[src/common/mpb_pkg.sv]
package mpb_pkg;

	// ------------------------------
	// Register bus widths
	// ------------------------------
	localparam int ADDR_W = 7;
	localparam int DATA_W = 8;

	typedef logic [ADDR_W-1:0] addr_t;     // Register address
	typedef logic [DATA_W-1:0] data_t;     // Register data

	// ------------------------------
	// Register space
	// ------------------------------
	localparam int REG_NUM = 128;

	// The last word of the space holds the silicon revision
	localparam addr_t REVID_ADDR  = 7'h7F;
	localparam data_t REVID_VALUE = 8'h27;

	// ------------------------------
	// Arbiter issue state
	// ------------------------------
	// Which slot drives the register bus in the current cycle.
	// The PD protocol slot always wins when it holds a request.
	typedef enum logic [1:0] {
		GNT_IDLE = 2'd0,                 // Nothing issued
		GNT_I2C  = 2'd1,                 // Slot 0 on the bus
		GNT_PRL  = 2'd2                  // Slot 1 on the bus
	} grant_t;

endpackage

[src/source/sfr_bank.sv]
`timescale 1ns/10ps

module sfr_bank import mpb_pkg::*; (
	input  logic  i_clk,
	input  logic  i_rst,
	input  logic  i_we,                  // Single cycle write
	input  logic  i_re,                  // Single cycle read
	input  addr_t i_addr,
	input  data_t i_wdat,
	output data_t o_rdat,                // Valid with o_rrdy
	output logic  o_rrdy
);

	data_t regs [REG_NUM];               // Register storage
	logic  hit_revid;
	data_t rd_mux;

	// Revision word is fixed in hardware
	assign hit_revid = (i_addr == REVID_ADDR);

	// ------------------------------
	// Write port
	// ------------------------------
	always_ff @(posedge i_clk) begin
		if (i_rst) begin
			for (int n = 0; n < REG_NUM; n++) begin
				regs[n] <= '0;
			end
		end else if (i_we && !hit_revid) begin
			regs[i_addr] <= i_wdat;
		end
	end

	// ------------------------------
	// Read port
	// ------------------------------
	always_comb begin
		if (hit_revid) begin
			rd_mux = REVID_VALUE;
		end else begin
			rd_mux = regs[i_addr];
		end
	end

	// Data is held between reads
	always_ff @(posedge i_clk) begin
		if (i_re) begin
			o_rdat <= rd_mux;
		end
	end

	// Ready follows the read strobe by one cycle
	always_ff @(posedge i_clk) begin
		if (i_rst) begin
			o_rrdy <= 1'b0;
		end else begin
			o_rrdy <= i_re;
		end
	end

endmodule

[src/source/mpb_arbiter.sv]
`timescale 1ns/10ps

module mpb_arbiter import mpb_pkg::*; (
	input  logic  i_clk,
	input  logic  i_rst,

	// ------------------------------
	// Initiator 0 (I2C slave)
	// ------------------------------
	input  logic  i_rd_0,                // Read strobe
	input  logic  i_wr_0,                // Write strobe
	input  addr_t i_addr_0,
	input  data_t i_wdat_0,
	output logic  o_busy_0,              // Slot 0 occupied
	output logic  o_rrdy_0,              // Read data pulse

	// ------------------------------
	// Initiator 1 (PD protocol)
	// ------------------------------
	input  logic  i_rd_1,                // Read strobe
	input  logic  i_wr_1,                // Write strobe
	input  addr_t i_addr_1,
	input  data_t i_wdat_1,
	output logic  o_busy_1,              // Slot 1 occupied
	output logic  o_rrdy_1,              // Read data pulse

	output data_t o_rdat,                // Shared by both initiators

	// ------------------------------
	// Register bus to the bank
	// ------------------------------
	output logic  o_bus_we,
	output logic  o_bus_re,
	output addr_t o_bus_addr,
	output data_t o_bus_wdat,
	input  data_t i_bus_rdat,
	input  logic  i_bus_rrdy             // One cycle after o_bus_re
);

	// Request side gathered into arrays, index equals initiator number
	logic  [1:0] fill;                   // Strobe in this cycle
	logic  [1:0] req_wr;                 // Strobe is a write
	addr_t       req_addr [2];
	data_t       req_wdat [2];

	// Holding slots
	logic  [1:0] slot_full;
	logic  [1:0] slot_wr;                // 1 = write, 0 = read
	addr_t       slot_addr [2];
	data_t       slot_wdat [2];

	logic  [1:0] issue;                  // Slot on the bus this cycle
	logic  [1:0] full_nxt;
	logic        bus_sel;                // Payload select for the bus
	grant_t      grant_q;
	grant_t      grant_nxt;
	logic        rd_owner;               // Initiator of the pending read

	assign fill[0]     = i_rd_0 | i_wr_0;
	assign fill[1]     = i_rd_1 | i_wr_1;
	assign req_wr[0]   = i_wr_0;
	assign req_wr[1]   = i_wr_1;
	assign req_addr[0] = i_addr_0;
	assign req_addr[1] = i_addr_1;
	assign req_wdat[0] = i_wdat_0;
	assign req_wdat[1] = i_wdat_1;

	// ------------------------------
	// Grant and slot occupancy
	// ------------------------------
	always_comb begin
		issue[0] = (grant_q == GNT_I2C);
		issue[1] = (grant_q == GNT_PRL);

		// An issued slot drains at the coming edge
		for (int n = 0; n < 2; n++) begin
			full_nxt[n] = fill[n] | (slot_full[n] & ~issue[n]);
		end

		// Fixed priority, protocol side first
		if (full_nxt[1]) begin
			grant_nxt = GNT_PRL;
		end else if (full_nxt[0]) begin
			grant_nxt = GNT_I2C;
		end else begin
			grant_nxt = GNT_IDLE;
		end
	end

	// The grant is computed from the next occupancy so that a slot
	// filled at one edge can drive the bus in the following cycle
	always_ff @(posedge i_clk) begin
		if (i_rst) begin
			slot_full <= 2'b00;
			grant_q   <= GNT_IDLE;
		end else begin
			slot_full <= full_nxt;
			grant_q   <= grant_nxt;
		end
	end

	// Slot payload captured with the strobe
	always_ff @(posedge i_clk) begin
		for (int n = 0; n < 2; n++) begin
			if (fill[n]) begin
				slot_wr[n]   <= req_wr[n];
				slot_addr[n] <= req_addr[n];
				slot_wdat[n] <= req_wdat[n];
			end
		end
	end

	// ------------------------------
	// Register bus drive
	// ------------------------------
	assign bus_sel    = issue[1];
	assign o_bus_we   = |(issue & slot_wr);
	assign o_bus_re   = |(issue & ~slot_wr);
	assign o_bus_addr = slot_addr[bus_sel];
	assign o_bus_wdat = slot_wdat[bus_sel];

	// ------------------------------
	// Read return steering
	// ------------------------------
	// Bank latency is one cycle, so one owner bit is enough
	always_ff @(posedge i_clk) begin
		if (i_rst) begin
			rd_owner <= 1'b0;
		end else if (o_bus_re) begin
			rd_owner <= bus_sel;
		end
	end

	assign o_rrdy_0 = i_bus_rrdy & ~rd_owner;
	assign o_rrdy_1 = i_bus_rrdy & rd_owner;
	assign o_rdat   = i_bus_rdat;        // Qualified by the ready pulses

	// Back-pressure seen by the initiators
	assign o_busy_0 = slot_full[0];
	assign o_busy_1 = slot_full[1];

endmodule

[src/source/mpb_core.sv]
`timescale 1ns/10ps

module mpb_core import mpb_pkg::*; (
	input  logic  i_clk,
	input  logic  i_rst,

	// ------------------------------
	// I2C slave side
	// ------------------------------
	input  logic  i_rd_0,
	input  logic  i_wr_0,
	input  addr_t i_addr_0,
	input  data_t i_wdat_0,

	// ------------------------------
	// PD protocol side
	// ------------------------------
	input  logic  i_rd_1,
	input  logic  i_wr_1,
	input  addr_t i_addr_1,
	input  data_t i_wdat_1,

	output logic  o_busy_0,
	output logic  o_busy_1,
	output logic  o_rrdy_0,
	output logic  o_rrdy_1,
	output data_t o_rdat
);

	// Internal register bus
	logic  bus_we;
	logic  bus_re;
	addr_t bus_addr;
	data_t bus_wdat;
	data_t bus_rdat;
	logic  bus_rrdy;

	mpb_arbiter u0_mpb_arbiter (
		.i_clk		(i_clk),
		.i_rst		(i_rst),
		.i_rd_0		(i_rd_0),	// From initiator 0
		.i_wr_0		(i_wr_0),
		.i_addr_0	(i_addr_0),
		.i_wdat_0	(i_wdat_0),
		.o_busy_0	(o_busy_0),
		.o_rrdy_0	(o_rrdy_0),
		.i_rd_1		(i_rd_1),	// From initiator 1
		.i_wr_1		(i_wr_1),
		.i_addr_1	(i_addr_1),
		.i_wdat_1	(i_wdat_1),
		.o_busy_1	(o_busy_1),
		.o_rrdy_1	(o_rrdy_1),
		.o_rdat		(o_rdat),	// To both initiators
		.o_bus_we	(bus_we),	// To register bank
		.o_bus_re	(bus_re),
		.o_bus_addr	(bus_addr),
		.o_bus_wdat	(bus_wdat),
		.i_bus_rdat	(bus_rdat),	// From register bank
		.i_bus_rrdy	(bus_rrdy)
	); // u0_mpb_arbiter

	sfr_bank u0_sfr_bank (
		.i_clk		(i_clk),
		.i_rst		(i_rst),
		.i_we		(bus_we),
		.i_re		(bus_re),
		.i_addr		(bus_addr),
		.i_wdat		(bus_wdat),
		.o_rdat		(bus_rdat),
		.o_rrdy		(bus_rrdy)
	); // u0_sfr_bank

endmodule

[config.mk]
export PLATFORM = sky130hd
export DESIGN_NAME = mpb_core
export DESIGN_NICKNAME = d
export VERILOG_FILES = /design/src/common/mpb_pkg.sv /design/src/source/sfr_bank.sv /design/src/source/mpb_arbiter.sv /design/src/source/mpb_core.sv
export SDC_FILE = /design/constraint.sdc
export NUM_CORES = 2
export LEC_CHECK = 0
export BUFFER_PORTS_ARGS = -buffer_cell sky130_fd_sc_hd__buf_2
export CORE_MARGIN = 2
export CORE_UTILIZATION = 64
export DETAILED_ROUTE_END_ITERATION = 8
export PLACE_DENSITY = 0.82
export SKIP_CTS_REPAIR_TIMING = 1
export SLEW_MARGIN = 20
export SYNTH_ARGS = -nofsm -noshare
export SYNTH_HDL_FRONTEND = slang
export SYNTH_HIERARCHICAL = 1
export SYNTH_SLANG_ARGS = --single-unit
[constraint.sdc]
create_clock -name i_clk -period 3.7 [get_ports i_clk]
set_input_delay 0.555 -clock i_clk [delete_from_list [all_inputs] [get_ports i_clk]]
set_output_delay 0.555 -clock i_clk [all_outputs]
set_load 0.01 [all_outputs]
==> impl_results.md <==
- # DRC: 0
- Core footprint: 76,100 µm²
- Clk sinks: 1,069
- Share of the synthesized area in the top cell type: 64.8%
- CTS root buf: clkbuf_16
- Max cap viols: 0
- Distinct cells, synth: 62
- Initial Utilization: 64.8%
- Initial DRC Count: 5,191
- PortBufs: 47
- VDD IR max: 0.535 mV
- Finished Core Util: 72.3%
- Setup CP Type: register to register
- HPWL Detailed: 90,300 µm
- Syn Std Cell Area: 49,300 µm²
- Tightest Pin Transition: 0.959 ns
- Vias in the first global route: 31,406
- CTS Buf Count: 104
- Largest net degree at the start of global routing: 104
- Rel. slew slack: 36.1%
- Crit path max fanout: 14
- Crit path launch type: register
- Die span in y: 281 µm
- Outcome: finished clean
- Endpoints failing setup: 0
- Final Slew Violations: 0
- Die ar.: 79,200 µm²
- Synth top area cells: edfxtp_1 (65%), and2_1 (13%), mux2i_1 (6.5%), mux4_2 (1.9%), o22ai_1 (1.9%)
- Placed Area: 51,600 µm²
- Min-delay worst type: input pin to register
- GP Congestion: 0.989
- YS warnings: 6
- Boundary Pins: 48
- Max Buffers Root-to-Sink: 3
- Final worst-path cycle share: 99.9%
- Critical R2R Launch: u0_mpb_arbiter/grant_q[0]
- Top_reg_cell synth: edfxtp_1
- Clock Latency Late Sink: 0.70 ns
- Number of synthesized flops with an enable pin: 1,064
- Syn Area/Cell: 13.7 µm²
- Hold Path Stages: 1
- Fillers: 4,749
- Design Area, Final: 55,000 µm²
- Average via count per standard cell: 6.66
- GR Overflow Total: 0
- Sequential area share after synthesis: 65.0%
- Initial antenna violation count: 5
- Static Leakage: 20.6 nW
- Tmin final: 3.70 ns
- Fraction of registers with async set/reset: 0%
- Required @ worst endpoint: 4.10 ns
- PwrDens: 517 nW/µm²
- Setup Slack @ Placement: 0.0194 ns
- Cells after Synth: 3,601
- #FFs+latches synth: 1,069
- Worst Reg2Reg Path Length in Cells: 9
- Peak Freq: 270 MHz
- Hold EP: u0_mpb_arbiter/slot_addr[1][2]
- Final nets: 3,749
- Fin. Hold Viols: 0
- Worst Path Arrival: 4.09 ns
- Hold Startpoint: i_addr_1[2]
- Share of cells above drive strength 1: 15.3%
- H-tree depth: 3
- Row Count: 101
- Critical R2R Capture: u0_sfr_bank/o_rdat[1]
- Final worst slack: 0.00283 ns
- Vias: 32,150
- Critical path capture point type: register
- Final wirelength: 138,000 µm
- Final ANT Viol Nets: 0
- Flop-to-flop setup slack: 0.003 ns
- Synth area leader: edfxtp_1
- Area Overhead vs Synth: 11.7%
- TritonCTS clock tree: yes
- First-pass GRT wire length: 203,000 µm
- Wire per inst: 28.6 µm
- DP Cell Count: 4,637
- Pre-Repair DR Iteration Count: 8
- Cell Count, Final, Fillers Out: 4,826
- Reg clk slew, reported paths: 0.06 ns
- Die Wd: 281 µm
- Total Routing Usage GR: 35.0%
- Clock Skews: 0.0308 ns
==> registers in the layout (all words and copies together) (netlist names) <==
register / flops
u0_sfr_bank/o_rrdy: 1
u0_sfr_bank/regs: 1024
u0_mpb_arbiter/slot_addr: 14
u0_mpb_arbiter/rd_owner: 1
u0_mpb_arbiter/grant_q: 1
u0_mpb_arbiter/slot_wdat: 16
u0_mpb_arbiter/slot_full: 2
u0_sfr_bank/o_rdat: 8
u0_mpb_arbiter/slot_wr: 2
==> worst max-delay path, stage by stage (launching register included) <==
cell      delay, ns
dfxtp_1        0.39
nor2b_4        0.24
buf_12         0.20
mux2_4         0.43
nor2_2         0.54
o221ai_1       0.24
a211oi_1       0.61
a21oi_1        0.19
a311oi_1       0.38
nand4_1        0.13
==> synthesized netlist by cell type (6+ instances only) <==
cell type / number
a211oi_1: 7
a21oi_1: 23
a221oi_1: 51
a22o_1: 13
a22oi_1: 44
a31oi_1: 6
a41oi_1: 17
and2_1: 1022
buf_1: 13
buf_2: 38
buf_4: 38
buf_6: 7
clkbuf_1: 180
edfxtp_1: 1064
mux2_2: 22
mux2_4: 9
mux2i_1: 319
mux4_2: 42
nand2_1: 38
nand2b_1: 8
nand3_1: 8
nor2_1: 163
nor2b_1: 12
o211ai_1: 7
o21ai_0: 89
o221ai_1: 11
o22a_1: 13
o22ai_1: 148
or2_1: 69
or2_2: 62
==> metrics by stage <==
stage	power, mW	TNS (ns)	hold WS, ns
after CTS	28.3	-0.253	0.0213
after global placement	17.8	0	0.500
after detailed placement	17.9	0	0.510
after global routing	29.0	-0.00438	0.0340
final	28.4	0	0.0407
after floorplan	16.3	0	0.469
==> layout make-up <==
class,count,area (µm²),share of cell area (%)
diodes,1,2.50,0.00455
clock buffers,127,2690,4.89
multi-input cells,2254,16000,29.2
inverters,8,30.0,0.0546
well taps,1030,1290,2.34
clock inverters,61,702,1.28
repair buffers,276,2220,4.04
flip-flops and latches,1069,32100,58.2
==> routing by layer <==
layer  vias to the layer above  part of all wire [%]  GRT usage [%]
met2                      2481                    46           54.4
met5                         -                 0.020              0
li1                      13388                     -              -
met4                         4                   5.5           15.8
met1                     15734                    35           46.3
met3                       543                    14           9.89
==> worst max path at each step <==
stage / start / endpoint / slack [ns] / cells after the start
after detailed placement: u0_mpb_arbiter/grant_q[0] / u0_sfr_bank/o_rdat[5] / 0.02 / 11
after global routing: u0_mpb_arbiter/grant_q[0] / u0_sfr_bank/o_rdat[3] / -0.004 / 12
after global placement: u0_mpb_arbiter/grant_q[0] / u0_sfr_bank/o_rdat[3] / 0.11 / 12
after CTS: u0_mpb_arbiter/grant_q[0] / u0_sfr_bank/regs[62][2] / -0.03 / 8
after floorplan: u0_mpb_arbiter/slot_full[1] / u0_sfr_bank/regs[0][0] / 0.60 / 12
final: u0_mpb_arbiter/grant_q[0] / u0_sfr_bank/o_rdat[1] / 0.003 / 9
==> report_power, final <==
part / switching [mW] / internal [mW] / leakage, nW / total (mW)
Combinational: 2.63 / 1.18 / 8.20 / 3.81
Sequential: 0.206 / 13.8 / 10.8 / 14.0
Clock: 4.59 / 6.03 / 1.64 / 10.6
==> cells in the final DEF (no fill, tap or decap), drive strengths merged, types with 3 or more instances in the layout <==
cell / instances
or2: 131
o22ai: 148
nor2b: 12
o21ai: 90
mux4: 42
o22a: 13
a22o: 13
a31oi: 6
o221ai: 11
nor4: 4
mux2i: 319
clkbuf: 127
a22oi: 44
nand3: 8
a211oi: 7
o311a: 3
and2: 1022
edfxtp: 1064
nand2b: 8
dfxtp: 5
buf: 276
a221o: 3
inv: 12
nor2: 164
clkinvlp: 5
clkinv: 40
conb: 8
a21oi: 23
mux2: 33
and3: 3
nand2: 38
bufinv: 12
a221oi: 51
a41oi: 17
o211ai: 7
nor3b: 3
==> cell families (layout without fill, tap and decap cells) <==
kind of cell / count (synthesis) / in the layout / synth area share (%)
and+or+nand+nor: 1400 / 1400 / 16.8
DFF: 1069 / 1069 / 65.0
AOI/OAI and AO/OA: 452 / 452 / 6.26
muxes: 394 / 394 / 9.22
buffers and inverters: 285 / 472 / 2.70
other: 1 / 9 / 0.00761
Note: power is estimated with default switching activity, not from simulation.
